**config.mk**
```make
export PLATFORM = sky130hd
export DESIGN_NAME = decode_execute_core
export DESIGN_NICKNAME = d
export VERILOG_FILES = /design/src/hdl/cpu_pkg.sv /design/src/hdl/decode_execute_core.sv /design/src/hdl/decode_execute_latch.sv /design/src/hdl/execute_unit.sv /design/src/hdl/hazard_control.sv /design/src/hdl/instruction_decoder.sv /design/src/hdl/register_file.sv
export SDC_FILE = /design/constraint.sdc
export NUM_CORES = 1
export LEC_CHECK = 0
export ABC_CLOCK_PERIOD_IN_PS = 4200
export BUFFER_PORTS_ARGS = -buffer_cell sky130_fd_sc_hd__buf_4
export CORE_UTILIZATION = 55
export CTS_CLUSTER_SIZE = 12
export DETAILED_ROUTE_END_ITERATION = 7
export PLACE_DENSITY = 0.82
export SYNTH_ARGS = -nofsm -noshare
export SYNTH_HDL_FRONTEND = slang
export SYNTH_SLANG_ARGS = --single-unit
```
**constraint.sdc**
```tcl
create_clock -name clk -period 4.2 [get_ports clk]
set_input_delay 0.84 -clock clk [delete_from_list [all_inputs] [get_ports clk]]
set_output_delay 0.84 -clock clk [all_outputs]
set_load 0.005 [all_outputs]
```
**src/hdl/cpu_pkg.sv**
```systemverilog
package cpu_pkg;

    // **************************************************
    // widths fixed by the instruction set
    // **************************************************
    localparam int data_width     = 16;
    localparam int reg_addr_width = 3;
    localparam int reg_sel_width  = 4;
    localparam int num_regs       = 8;

    // a write select of all ones means the instruction writes no register.
    // This keeps a bubble from looking like a write to r0.
    localparam logic [reg_sel_width-1:0] invalid_reg = '1;

    // opcode lives in instruction bits 15 to 12.
    typedef enum logic [3:0] {
        op_nop  = 4'd0,
        op_add  = 4'd1,
        op_sub  = 4'd2,
        op_and  = 4'd3,
        op_or   = 4'd4,
        op_xor  = 4'd5,
        op_addi = 4'd6,
        op_lli  = 4'd7,
        op_sll  = 4'd8,
        op_halt = 4'd15
    } opcode_e;

    typedef enum logic [2:0] {
        alu_add,
        alu_sub,
        alu_and,
        alu_or,
        alu_xor,
        alu_shl,
        alu_pass_b
    } alu_op_e;

    // **************************************************
    // payloads
    // **************************************************
    typedef struct packed {
        alu_op_e                  alu_op;
        logic [data_width-1:0]    read1_data;
        logic [data_width-1:0]    read2_data;
        logic [data_width-1:0]    imm_ext;
        logic                     alu_src;
        logic                     reg_write;
        logic [reg_sel_width-1:0] write_reg;
        logic                     halt;
    } de_payload_t;

    // the all-ones data fields make a bubble easy to spot in a waveform.
    localparam de_payload_t bubble_payload = '{
        alu_op:     alu_pass_b,
        read1_data: {data_width{1'b1}},
        read2_data: {data_width{1'b1}},
        imm_ext:    {data_width{1'b1}},
        alu_src:    1'b0,
        reg_write:  1'b0,
        write_reg:  invalid_reg,
        halt:       1'b0
    };

    typedef struct packed {
        logic                      valid;
        logic [reg_addr_width-1:0] dest;
        logic [data_width-1:0]     data;
    } wb_t;

endpackage

```
**src/hdl/decode_execute_core.sv**
```systemverilog
`timescale 1ns/1ps

module decode_execute_core (
    input  logic                           clk,
    input  logic                           rst,
    input  logic                           instr_valid,
    input  logic [cpu_pkg::data_width-1:0] instr,
    output logic                           instr_ready,
    output cpu_pkg::wb_t                   wb,
    output logic                           halted
);
    import cpu_pkg::*;

    logic [reg_addr_width-1:0] rs_sel;
    logic [reg_addr_width-1:0] rt_sel;
    logic [data_width-1:0]     rs_data;
    logic [data_width-1:0]     rt_data;
    logic                      uses_rs;
    logic                      uses_rt;
    logic                      bubble;
    logic                      halt_seen;
    de_payload_t               payload_d;
    de_payload_t               payload_e;

    // **************************************************
    // decode stage
    // **************************************************
    register_file regs0 (
        .clk     (clk),
        .rst     (rst),
        .rs_sel  (rs_sel),
        .rt_sel  (rt_sel),
        .rs_data (rs_data),
        .rt_data (rt_data),
        .wb      (wb)
    );

    instruction_decoder dec0 (
        .instr   (instr),
        .rs_data (rs_data),
        .rt_data (rt_data),
        .rs_sel  (rs_sel),
        .rt_sel  (rt_sel),
        .uses_rs (uses_rs),
        .uses_rt (uses_rt),
        .payload (payload_d)
    );

    hazard_control hzd0 (
        .instr_valid  (instr_valid),
        .uses_rs      (uses_rs),
        .uses_rt      (uses_rt),
        .rs_sel       (rs_sel),
        .rt_sel       (rt_sel),
        .exec_payload (payload_e),
        .halt_seen    (halt_seen),
        .clk          (clk),
        .rst          (rst),
        .instr_ready  (instr_ready),
        .bubble       (bubble),
        .halted       (halted)
    );

    // **************************************************
    // execute stage
    // **************************************************
    decode_execute_latch de_latch0 (
        .clk       (clk),
        .rst       (rst),
        .bubble    (bubble),
        .payload_d (payload_d),
        .payload_e (payload_e)
    );

    execute_unit exe0 (
        .clk       (clk),
        .rst       (rst),
        .payload_e (payload_e),
        .wb        (wb),
        .halt_seen (halt_seen)
    );

endmodule

```
**src/hdl/decode_execute_latch.sv**
```systemverilog
`timescale 1ns/1ps

module decode_execute_latch (
    input  logic                 clk,
    input  logic                 rst,
    input  logic                 bubble,
    input  cpu_pkg::de_payload_t payload_d,
    output cpu_pkg::de_payload_t payload_e
);
    import cpu_pkg::*;

    de_payload_t payload_next;

    // the bubble is picked in front of the register.
    // That way a stalled or empty decode slot never reaches execute.
    assign payload_next = bubble ? bubble_payload : payload_d;

    always_ff @(posedge clk) begin
        if (rst) begin
            payload_e <= bubble_payload;
        end else begin
            payload_e <= payload_next;
        end
    end

endmodule

```
**src/hdl/execute_unit.sv**
```systemverilog
`timescale 1ns/1ps

module execute_unit (
    input  logic                 clk,
    input  logic                 rst,
    input  cpu_pkg::de_payload_t payload_e,
    output cpu_pkg::wb_t         wb,
    output logic                 halt_seen
);
    import cpu_pkg::*;

    logic [data_width-1:0] op_a;
    logic [data_width-1:0] op_b;
    logic [data_width-1:0] result;

    assign op_a = payload_e.read1_data;
    assign op_b = payload_e.alu_src ? payload_e.imm_ext : payload_e.read2_data;

    // **************************************************
    // ALU
    // **************************************************
    always_comb begin
        case (payload_e.alu_op)
            alu_add:    result = op_a + op_b;
            alu_sub:    result = op_a - op_b;
            alu_and:    result = op_a & op_b;
            alu_or:     result = op_a | op_b;
            alu_xor:    result = op_a ^ op_b;
            // shift amount comes from the low four bits of the immediate.
            alu_shl:    result = op_a << op_b[3:0];
            alu_pass_b: result = op_b;
            default:    result = op_b;
        endcase
    end

    // **************************************************
    // writeback slot
    // **************************************************
    always_ff @(posedge clk) begin
        if (rst) begin
            wb.valid <= 1'b0;
        end else begin
            wb.valid <= payload_e.reg_write;
        end
        wb.dest <= payload_e.write_reg[reg_addr_width-1:0];
        wb.data <= result;
    end

    // hazard control sees the halt while it is still in execute.
    assign halt_seen = payload_e.halt;

endmodule

```
**src/hdl/hazard_control.sv**
```systemverilog
`timescale 1ns/1ps

module hazard_control (
    input  logic                               instr_valid,
    input  logic                               uses_rs,
    input  logic                               uses_rt,
    input  logic [cpu_pkg::reg_addr_width-1:0] rs_sel,
    input  logic [cpu_pkg::reg_addr_width-1:0] rt_sel,
    input  cpu_pkg::de_payload_t               exec_payload,
    input  logic                               halt_seen,
    input  logic                               clk,
    input  logic                               rst,
    output logic                               instr_ready,
    output logic                               bubble,
    output logic                               halted
);
    import cpu_pkg::*;

    logic exec_writes;
    logic rs_hit;
    logic rt_hit;
    logic stall;
    logic stopping;

    // only a real write in execute can cause a hazard.
    // The invalid marker check keeps bubbles from matching r0.
    assign exec_writes = exec_payload.reg_write && (exec_payload.write_reg != invalid_reg);

    assign rs_hit = uses_rs && (exec_payload.write_reg == {1'b0, rs_sel});
    assign rt_hit = uses_rt && (exec_payload.write_reg == {1'b0, rt_sel});

    assign stall = instr_valid && exec_writes && (rs_hit || rt_hit);

    // nothing more is taken once a halt sits in execute, so no later
    // instruction can slip in behind it.
    assign stopping = halted || halt_seen;

    assign instr_ready = !stall && !stopping;
    assign bubble      = stall || !instr_valid || stopping;

    // halted is sticky until the next reset.
    always_ff @(posedge clk) begin
        if (rst) begin
            halted <= 1'b0;
        end else if (halt_seen) begin
            halted <= 1'b1;
        end
    end

endmodule

```
**src/hdl/instruction_decoder.sv**
```systemverilog
`timescale 1ns/1ps

module instruction_decoder (
    input  logic [cpu_pkg::data_width-1:0]     instr,
    input  logic [cpu_pkg::data_width-1:0]     rs_data,
    input  logic [cpu_pkg::data_width-1:0]     rt_data,
    output logic [cpu_pkg::reg_addr_width-1:0] rs_sel,
    output logic [cpu_pkg::reg_addr_width-1:0] rt_sel,
    output logic                               uses_rs,
    output logic                               uses_rt,
    output cpu_pkg::de_payload_t               payload
);
    import cpu_pkg::*;

    typedef enum logic [1:0] {
        imm_none,
        imm_sign6,
        imm_zero8,
        imm_zero4
    } imm_kind_e;

    opcode_e                   opcode;
    logic [reg_addr_width-1:0] rd_sel;
    imm_kind_e                 imm_kind;
    alu_op_e                   alu_op;
    logic                      alu_src;
    logic                      reg_write;
    logic [data_width-1:0]     imm_ext;

    assign opcode = opcode_e'(instr[15:12]);
    assign rd_sel = instr[11:9];
    assign rs_sel = instr[8:6];
    assign rt_sel = instr[5:3];

    // control fields; nop, halt and any undefined opcode keep the defaults.
    always_comb begin
        alu_src   = 1'b0;
        reg_write = 1'b0;
        uses_rs   = 1'b0;
        uses_rt   = 1'b0;
        imm_kind  = imm_none;
        case (opcode)
            op_add, op_sub, op_and, op_or, op_xor: begin
                reg_write = 1'b1;
                uses_rs   = 1'b1;
                uses_rt   = 1'b1;
            end
            op_addi, op_sll: begin
                reg_write = 1'b1;
                uses_rs   = 1'b1;
                alu_src   = 1'b1;
                imm_kind  = (opcode == op_addi) ? imm_sign6 : imm_zero4;
            end
            op_lli: begin
                reg_write = 1'b1;
                alu_src   = 1'b1;
                imm_kind  = imm_zero8;
            end
            default: begin
            end
        endcase
    end

    always_comb begin
        case (opcode)
            op_add, op_addi: alu_op = alu_add;
            op_sub:          alu_op = alu_sub;
            op_and:          alu_op = alu_and;
            op_or:           alu_op = alu_or;
            op_xor:          alu_op = alu_xor;
            op_sll:          alu_op = alu_shl;
            default:         alu_op = alu_pass_b;
        endcase
    end

    always_comb begin
        case (imm_kind)
            imm_sign6: imm_ext = {{(data_width-6){instr[5]}}, instr[5:0]};
            imm_zero8: imm_ext = {{(data_width-8){1'b0}}, instr[7:0]};
            imm_zero4: imm_ext = {{(data_width-4){1'b0}}, instr[3:0]};
            default:   imm_ext = '0;
        endcase
    end

    assign payload.alu_op     = alu_op;
    assign payload.read1_data = rs_data;
    assign payload.read2_data = rt_data;
    assign payload.imm_ext    = imm_ext;
    assign payload.alu_src    = alu_src;
    assign payload.reg_write  = reg_write;
    assign payload.write_reg  = reg_write ? {1'b0, rd_sel} : invalid_reg;
    assign payload.halt       = (opcode == op_halt);

endmodule

```
**src/hdl/register_file.sv**
```systemverilog
`timescale 1ns/1ps

module register_file (
    input  logic                               clk,
    input  logic                               rst,
    input  logic [cpu_pkg::reg_addr_width-1:0] rs_sel,
    input  logic [cpu_pkg::reg_addr_width-1:0] rt_sel,
    output logic [cpu_pkg::data_width-1:0]     rs_data,
    output logic [cpu_pkg::data_width-1:0]     rt_data,
    input  cpu_pkg::wb_t                       wb
);
    import cpu_pkg::*;

    logic [data_width-1:0] regs [num_regs];
    logic                  rs_fwd;
    logic                  rt_fwd;

    // the write lands on the rising edge that ends the writeback cycle.
    always_ff @(posedge clk) begin
        if (rst) begin
            for (int i = 0; i < num_regs; i++) begin
                regs[i] <= '0;
            end
        end else if (wb.valid) begin
            regs[wb.dest] <= wb.data;
        end
    end

    // a read of the register being written in the same cycle sees the new value.
    // Because of this, decode only ever has to wait on the execute stage.
    assign rs_fwd = wb.valid && (wb.dest == rs_sel);
    assign rt_fwd = wb.valid && (wb.dest == rt_sel);

    assign rs_data = rs_fwd ? wb.data : regs[rs_sel];
    assign rt_data = rt_fwd ? wb.data : regs[rt_sel];

endmodule

```
==> qor.log, run 1 <==
INFO  outcome        outcome=finished clean
INFO  global_routing met1_demand_to_capacity_share_in_global_routing=0.404
INFO  clock_tree     worst_setup_hold_path_clk_slew=70ps
INFO  drt            firstDrtPassIters=7
INFO  finish         nets=1209
INFO  global_routing use_met2=0.495
INFO  worst_setup_path setup.worst_path.class=flop to flop
INFO  worst_setup_path crit_path_max_fanout=4
INFO  worst_setup_path crit_path_end_kind=flop
INFO  global_routing grt_first_pass_wirelength=50.8mm
INFO  worst_setup_path cpPeakStageDelay=470ps
INFO  timing         tightestPinTransition=998ps
INFO  global_routing grt_use_total=0.304
INFO  worst_hold_path hold_path.startpoint=de_latch0.payload_e[1]
INFO  drt            drt-vias-per-instance=6.42
INFO  finish         post_route_cells_drive_above_1_share=0.168
INFO  synthesis      synth-async-reset-ratio=0
INFO  synthesis      ys.flop_type=sky130_fd_sc_hd__edfxtp_1
INFO  global_routing grt_overflow_total=0
INFO  power_and_ir_drop p_leak=5.34nW
INFO  finish         areaGrowthSynthToFinish=9.78%
INFO  finish         final_cell_mix=sky130_fd_sc_hd__and2_1 (134), sky130_fd_sc_hd__nand2_1 (128), sky130_fd_sc_hd__edfxtp_1 (128)
INFO  power_and_ir_drop internal_power=0.00348W
INFO  worst_setup_path worstPathCellList=mux2i_4 -> ha_1 -> o211ai_1 -> nor3_1 -> nor2_1 -> xnor2_1 -> ha_1 -> and2_1 -> a221o_1 -> a211o_1 -> a2111oi_2 -> nor3_1 -> xor2_1 -> o221a_1
INFO  drt            drt_iter0_drc=1018
INFO  finish         post-route-cell-area=0.0133mm^2
INFO  worst_setup_path crit_start=de_latch0.payload_e[6]
INFO  worst_setup_path data_required_critical_path=4520ps
INFO  placement      port-buffer-count=40
INFO  placement      post_dp_cell_area=0.0127mm^2
INFO  clock_tree     master_cell_of_the_clock_root_buffer=sky130_fd_sc_hd__clkbuf_16
INFO  placement      detailedPlacementHpwl=21.7mm
INFO  drt            finalWirelength=33.0mm
INFO  timing         worst_clock_skew=15.6ps
INFO  job            max_cap_violations=0
INFO  power_and_ir_drop share_seq_of_total_power=0.484
INFO  worst_setup_path cp_data_arrival_time=4110ps
INFO  floorplanning  design.portCount=41
INFO  synthesis      synth_nets=1190
INFO  drt            ant_nets=0
INFO  clock_tree     cts_made_buffers=17
INFO  global_routing grt_pass1_vias=8979
INFO  synthesis      sequential_area_share_after_synthesis=0.435
INFO  power_and_ir_drop power.combinational.fraction=0.160
INFO  timing         max_freq=0.264GHz
INFO  floorplanning  initial_utilization=0.559
INFO  synthesis      synth_edf_count=128
INFO  clock_tree     htreeDepth=4
INFO  clock_tree     clock_buffer_depth=2
INFO  synthesis      netlist_instances=1120
INFO  timing         relSlewSlack=0.335
INFO  synthesis      post-synth-top-area-fraction=0.316
INFO  floorplanning  core.rowCount=54
INFO  timing         timing.final.max_slew_violations=0
INFO  timing         finalHoldViolations=0
INFO  finish         fin_util=0.613
INFO  worst_hold_path hp-class=flop to flop
INFO  drt            detail_route.wl_per_cell=23.0um
INFO  power_and_ir_drop p_switching=0.00130W
INFO  clock_tree     tritoncts=built
INFO  floorplanning  floorplan.die_area=0.0227mm^2
INFO  worst_setup_path startpoint_type=flop
INFO  synthesis      synth_top_cell_by_area=sky130_fd_sc_hd__edfxtp_1
INFO  floorplanning  die_x=151um
INFO  timing         unrepaired_setup_endpoints_after_global_routing=no
INFO  floorplanning  core_region_area=0.0218mm^2
INFO  power_and_ir_drop p_per_area=358mW/mm^2
INFO  clock_tree     cts.repair.resized=0
INFO  global_routing gr-max-usage-layer=met2
INFO  synthesis      avgSynthCellArea=10.9um^2
INFO  global_routing maximum_number_of_pins_on_one_net_before_global_route_repair=35
INFO  worst_setup_path worst_r2r_startpoint=de_latch0.payload_e[6]
INFO  power_and_ir_drop power_share_of_the_clock_group=0.356
INFO  worst_setup_path cp_slowest_cell=sky130_fd_sc_hd__dfxtp_2
INFO  global_routing globalRouteMet3Util=0.0467
INFO  timing         fin_setup_tns=0ps
INFO  synthesis      synthDistinctLibCells=70
INFO  synthesis      synth-warning-count=0
INFO  floorplanning  chipHeight=151um
INFO  clock_tree     cts-hold-fix-buffers=0
INFO  timing         finalCritPeriodShare=0.902
INFO  drt            drc_errors=0
INFO  drt            detailroute.via_count=9194
INFO  timing         final.hold.worst_slack=399ps
INFO  timing         setup-violations-final=0
INFO  synthesis      syn-cell-area=0.0122mm^2
INFO  power_and_ir_drop worst_ir_drop_vdd=316uV
INFO  synthesis      yosys-top-cells-area=sky130_fd_sc_hd__edfxtp_1 (32%), sky130_fd_sc_hd__mux4_2 (12%), sky130_fd_sc_hd__dfxtp_1 (12%)
INFO  finish         leading_cell_type_in_the_layout_fill_and_taps_excluded=sky130_fd_sc_hd__and2_1
INFO  clock_tree     post_cts_buffers=0
INFO  placement      globalplace.congestion=0.972
INFO  clock_tree     clkSinkCount=200
INFO  global_routing antenna_violations_before_repair=1
INFO  timing         layout_min_cycle_time=3790ps
INFO  clock_tree     latest_clock_arrival_within_the_worst_skew_pair=440ps
INFO  synthesis      ys_ff_latch=200
INFO  power_and_ir_drop netSwitchingFraction=0.272
## worst paths after layout
path	end	slack [ps]	cells past startpoint
min	exe0.wb[16]	400	0
max reg2reg	exe0.wb[13]	410	14
min reg2reg	exe0.wb[16]	400	0
max	exe0.wb[13]	410	14
## sequential cells by signal, summed over array words and instances, names as in the netlist
name and flops:
regs0.regs 128, exe0.wb 20, hzd0.halted 1, de_latch0.payload_e 51
## power groups by stage
stage | logic, W | registers [W] | clock network, W
4_1_cts | 0.000756 | 0.00231 | 0.00171
5_1_grt | 0.000830 | 0.00233 | 0.00179
6_report | 0.000766 | 0.00232 | 0.00170
3_3_place_gp | 0.000729 | 0.00235 | 0
3_5_place_dp | 0.000747 | 0.00235 | 0
2_1_floorplan | 0.000551 | 0.00229 | 0
## synth_stat cells (6+ instances only)
library cell and n:
sky130_fd_sc_hd__and2_1 134, sky130_fd_sc_hd__edfxtp_1 128, sky130_fd_sc_hd__nand2_1 128, sky130_fd_sc_hd__dfxtp_1 72, sky130_fd_sc_hd__mux4_2 67, sky130_fd_sc_hd__o21ai_0 63, sky130_fd_sc_hd__mux2i_1 60, sky130_fd_sc_hd__a21oi_1 54
sky130_fd_sc_hd__ha_1 50, sky130_fd_sc_hd__nor2_1 50, sky130_fd_sc_hd__clkbuf_1 38, sky130_fd_sc_hd__xnor2_1 36, sky130_fd_sc_hd__inv_1 35, sky130_fd_sc_hd__buf_2 21, sky130_fd_sc_hd__nor3_1 21, sky130_fd_sc_hd__nor2b_1 9
sky130_fd_sc_hd__o22ai_1 9, sky130_fd_sc_hd__or2_2 9, sky130_fd_sc_hd__a21o_1 8, sky130_fd_sc_hd__o21ai_1 8, sky130_fd_sc_hd__o211ai_1 6
## layout make-up
cell class / instances / area (um^2)
Fill cell: 1695 / 8410
Sequential cell: 200 / 5290
Timing Repair Buffer: 70 / 538
Inverter: 40 / 150
Multi-Input combinational cell: 810 / 6400
Antenna cell: 1 / 2.50
Tap cell: 280 / 350
Clock buffer: 18 / 429
Clock inverter: 14 / 185
## per-stage QoR
| step | total power (W) | worst slack [ps] | instances |
|---|---|---|---|
| after floorplan | 0.00284 | 347 | 1120 |
| after global placement | 0.00308 | 429 | 1400 |
| after detailed placement | 0.00310 | 355 | 1400 |
| after CTS | 0.00478 | 298 | 1432 |
| after global routing | 0.00495 | 81.6 | 1433 |
| final | 0.00478 | 412 | 1433 |
## critical path: cells and delay by family, from the launching register on
family | cells | cell delay [ps]
AO/OA/AOI/OAI | 5 | 1440
XOR/XNOR | 2 | 280
adder cells (fa/ha/maj) | 2 | 550
flip-flops | 1 | 470
multiplexers | 1 | 280
AND/OR/NAND/NOR | 4 | 650
## metal layers
metal  share of wire  vias to the layer above
met5               0                        -
met4           0.036                        0
met3           0.098                       97
met2            0.48                      575
met1            0.39                     4422
li1                -                     4100
## kinds of logic after synthesis
group	after synthesis	synth area share
XOR/XNOR	40	0.0288
AO/OA/AOI/OAI	199	0.101
buffers and inverters	110	0.0392
adder cells (fa/ha/maj)	51	0.0531
multiplexers	132	0.181
flip-flops	200	0.435
AND/OR/NAND/NOR	388	0.162
Power figures use the tool's default switching activity.
==> inputs of run 2 (changes only) <==
- ABC_AREA: unset -> 1
==> qor.log, run 2 <==
INFO  synthesis      synth_top_cell_by_area=sky130_fd_sc_hd__edfxtp_1
INFO  timing         finalCritPeriodShare=0.869 [-0.0332]
INFO  synthesis      syn-cell-area=0.0123mm^2 [+1.4%]
INFO  synthesis      ys.flop_type=sky130_fd_sc_hd__edfxtp_1
INFO  drt            drt_iter0_drc=1466 [+44%]
INFO  synthesis      synth-xor-area-share=0.0170 [-0.0118]
INFO  synthesis      synth.mux.area_fraction=0 [-0.181]
INFO  synthesis      synth_edf_count=128 [unchanged]
INFO  floorplanning  design.portCount=41 [unchanged]
INFO  global_routing grt_pass1_vias=11100 [+24%]
INFO  synthesis      ys_ff_latch=200 [unchanged]
INFO  finish         nets=1725 [+43%]
INFO  synthesis      avgSynthCellArea=7.48um^2 [-31%]
INFO  synthesis      synth-async-reset-ratio=0 [unchanged]
INFO  synthesis      synthDistinctLibCells=46 [-34%]
INFO  worst_setup_path crit_path_end_kind=flop
INFO  synthesis      combinational_family_with_the_most_area_after_synthesis=simple AND/OR/NAND/NOR gates
INFO  worst_setup_path cp_slowest_cell=sky130_fd_sc_hd__dfxtp_1
INFO  drt            drt-vias-per-instance=6.08 [-5.2%]
INFO  finish         post_route_cells_drive_above_1_share=0.0845 [-0.0839]
INFO  drt            detailroute.via_count=11900 [+29%]
INFO  worst_hold_path hold_path.startpoint=de_latch0.payload_e[2]
INFO  synthesis      netlist_instances=1649 [+47%]
INFO  global_routing antenna_violations_before_repair=0 [-1]
INFO  worst_setup_path crit_path_max_fanout=18 [+14]
INFO  finish         antenna-diode-count=0 [-1]
INFO  worst_setup_path worst_r2r_startpoint=de_latch0.payload_e[6]
INFO  timing         fin_setup_tns=0ps [unchanged]
INFO  worst_setup_path startpoint_type=flop
INFO  timing         setup-violations-final=0 [unchanged]
INFO  worst_setup_path reg2reg_end=exe0.wb[15]
INFO  synthesis      synth_commonest_cells=sky130_fd_sc_hd__nand2_1 (389), sky130_fd_sc_hd__nor2_1 (247), sky130_fd_sc_hd__o21ai_0 (159)
INFO  clock_tree     master_cell_of_the_clock_root_buffer=sky130_fd_sc_hd__clkbuf_16
INFO  synthesis      synth_adder_area_share=0.0524 [-0.000744]
INFO  clock_tree     post_cts_buffers=0 [unchanged]
INFO  worst_setup_path worstPathCellList=inv_2 -> nand2_1 -> nand2_1 -> ha_1 -> nand2_2 -> nor2_2 -> nand3_2 -> o21ai_2 -> xor2_1 -> inv_1 -> ha_1 -> inv_1 -> nor3_1 -> and2_1 -> nand2_1 -> nand2_1 -> nand3_1 -> nand3_1 -> nand3_1
INFO  worst_setup_path path_delay_family=simple AND/OR/NAND/NOR gates
INFO  worst_setup_path worstPathBufferInverterCount=3 [+3]
INFO  synthesis      sequential_area_share_after_synthesis=0.429 [-0.00609]
INFO  worst_hold_path hold_path_depth=0 [unchanged]
INFO  finish         leading_cell_type_in_the_layout_fill_and_taps_excluded=sky130_fd_sc_hd__nand2_1
INFO  worst_setup_path data_required_critical_path=4540ps [+20 ps]
INFO  synthesis      yosys.area_share.simple=0.258 [+0.0962]
INFO  synthesis      yosys-top-cells-area=sky130_fd_sc_hd__edfxtp_1 (31%), sky130_fd_sc_hd__nand2_1 (12%), sky130_fd_sc_hd__dfxtp_1 (12%)
INFO  clock_tree     latest_clock_arrival_within_the_worst_skew_pair=450ps [about the same]
INFO  drt            ant_nets=0 [unchanged]
INFO  timing         worst_clock_skew=21.7ps [+6.10 ps]
INFO  power_and_ir_drop p_per_area=359mW/mm^2 [+0.15%]
INFO  global_routing grt_overflow_total=0 [unchanged]
INFO  floorplanning  initial_utilization=0.563 [+0.00444]
INFO  synthesis      synth-warning-count=0 [unchanged]
INFO  worst_setup_path cpMostUsedCell=sky130_fd_sc_hd__nand2_1
INFO  timing         finalHoldViolations=0 [unchanged]
INFO  finish         registers.top_by_ff_count=regs0.regs
INFO  floorplanning  floorplan.die_area=0.0230mm^2 [+1.4%]
INFO  timing         max_freq=0.274GHz [+3.8%]
INFO  synthesis      synth_nets=1719 [+44%]
INFO  drt            detail_route.wl_per_cell=19.9um [-14%]
INFO  clock_tree     clock_buffer_depth=2 [unchanged]
INFO  power_and_ir_drop p_leak=6.14nW [+15%]
INFO  worst_setup_path cpPeakStageDelay=440ps [-30 ps]
INFO  global_routing grt_use_total=0.347 [+0.0431]
INFO  power_and_ir_drop worst_ir_drop_vdd=276uV [-13%]
INFO  global_routing grt_first_pass_wirelength=59.8mm [+18%]
INFO  drt            finalWirelength=38.7mm [+18%]
INFO  finish         biggestRegsByFlops=regs0.regs: 128 flops, de_latch0.payload_e: 51 flops, exe0.wb: 20 flops
INFO  job            max_cap_violations=0 [unchanged]
INFO  clock_tree     tritoncts=built
INFO  clock_tree     worst_setup_hold_path_clk_slew=80ps [about the same]
INFO  synthesis      post-synth-top-area-fraction=0.312 [-0.00443]
INFO  placement      port-buffer-count=40 [unchanged]
INFO  floorplanning  core.rowCount=54 [unchanged]
INFO  worst_setup_path cp_data_arrival_time=3990ps [-120 ps]
INFO  worst_setup_path setup.worst_path.class=flop to flop
INFO  floorplanning  die_x=152um [+0.70%]
INFO  timing         timing.final.max_slew_violations=0 [unchanged]
INFO  finish         fin_util=0.611 [-0.00213]
INFO  clock_tree     cts_made_buffers=17 [unchanged]
INFO  floorplanning  chipHeight=152um [+0.70%]
INFO  floorplanning  core_region_area=0.0219mm^2 [+0.62%]
INFO  worst_setup_path timing.reg2reg.setup_slack=550ps [+140 ps]
INFO  timing         relSlewSlack=0.489 [+0.155]
INFO  finish         largest_reg_flops=128 [unchanged]
INFO  outcome        outcome=finished with violations
INFO  placement      placedCellCount=1916 [+37%]
INFO  finish         final_cell_mix=sky130_fd_sc_hd__nand2_1 (389), sky130_fd_sc_hd__nor2_1 (247), sky130_fd_sc_hd__o21ai_0 (159)
INFO  drt            drc_errors=6 [+6]
INFO  finish         areaGrowthSynthToFinish=8.53%
INFO  placement      detailedPlacementHpwl=26.5mm [+22%]
INFO  worst_hold_path worst_hold_path.endpoint=exe0.wb[17]
INFO  timing         unrepaired_setup_endpoints_after_global_routing=no
INFO  synthesis      synthMostInstantiatedCell=sky130_fd_sc_hd__nand2_1
INFO  clock_tree     htreeDepth=4 [unchanged]
INFO  placement      globalplace.congestion=0.987 [+1.6%]
INFO  timing         tightestPinTransition=765ps [-233 ps]
INFO  clock_tree     cts.repair.resized=0 [unchanged]
INFO  synthesis      synth_compound_gate_area_share=0.160 [+0.0588]
INFO  outcome        failing_checks=DRC
INFO  global_routing maximum_number_of_pins_on_one_net_before_global_route_repair=68 [+94%]
INFO  clock_tree     cts-hold-fix-buffers=0 [unchanged]
INFO  finish         final-instance-count-excl-fill=1948 [+36%]
INFO  clock_tree     clkSinkCount=200 [unchanged]
INFO  worst_setup_path r2r_cells=19 [+5]
INFO  worst_hold_path hp-class=flop to flop
INFO  drt            firstDrtPassIters=8 [+1]
INFO  timing         layout_min_cycle_time=3650ps [-139 ps]
-- run 2: changes by cell type in the layout (fill, tap and decap cells not counted), moves of 14 or more --
cell	previous run	this run
sky130_fd_sc_hd__xnor2_1	36	7
sky130_fd_sc_hd__inv_1	35	155
sky130_fd_sc_hd__o21ai_0	63	159
sky130_fd_sc_hd__nor2_1	50	247
sky130_fd_sc_hd__mux2i_1	60	0
sky130_fd_sc_hd__o22ai_1	9	59
sky130_fd_sc_hd__nor3_1	21	7
sky130_fd_sc_hd__nand3_1	5	88
sky130_fd_sc_hd__a21oi_1	54	92
sky130_fd_sc_hd__mux4_2	67	0
sky130_fd_sc_hd__and2_1	134	1
sky130_fd_sc_hd__nand2_1	128	389
-- run 2: cell families after synthesis --
logic type	count (synthesis)
and+or+nand+nor	772
AOI/OAI and AO/OA	356
buffers and inverters	246
DFF	200
adders and majority gates	51
xor gates and xnor gates	24
-- run 2: worst max-delay path by stage --
stage                            from     endpoint  slack, ps  depth (start not counted)
2_1_floorplan  de_latch0.payload_e[6]  exe0.wb[15]       1380                         20
3_3_place_gp   de_latch0.payload_e[6]  exe0.wb[15]        670                         19
3_5_place_dp   de_latch0.payload_e[6]   exe0.wb[5]        620                         14
4_1_cts        de_latch0.payload_e[6]  exe0.wb[15]        610                         19
5_1_grt        de_latch0.payload_e[6]  exe0.wb[15]        270                         19
6_report       de_latch0.payload_e[6]  exe0.wb[15]        550                         19
-- run 2: cell type report --
type / instances / area (um^2)
Fill cell: 1918 / 8510
Sequential cell: 200 / 5290
Multi-Input combinational cell: 1203 / 6020
Clock buffer: 18 / 429
Clock inverter: 14 / 158
Timing Repair Buffer: 70 / 526
Inverter: 163 / 612
Tap cell: 280 / 350
-- run 2: per-stage QoR --
stage | hold slack (ps) | instance area, um^2 | total power [W] | setup slack, ps
finish | 395 | 13400 | 0.00480 | 552
CTS | 395 | 13400 | 0.00478 | 610
global route | 399 | 13400 | 0.00498 | 273
global placement | 385 | 12800 | 0.00315 | 672
detailed placement | 384 | 12800 | 0.00316 | 618
floorplan | 376 | 12300 | 0.00287 | 1380
-- run 2: layer usage --
layer | track usage | wire [um]
met1 | 0.431 | 14200
met2 | 0.565 | 18000
met3 | 0.0751 | 4480
met4 | 0.182 | 2020
met5 | 0 | 0
-- run 2: where the power goes --
| group | total, W | switching (W) | internal, W |
|---|---|---|---|
| sequential | 0.00229 | 0.000107 | 0.00218 |
| clock | 0.00165 | 0.000804 | 0.000845 |
| combinational | 0.000867 | 0.000589 | 0.000278 |
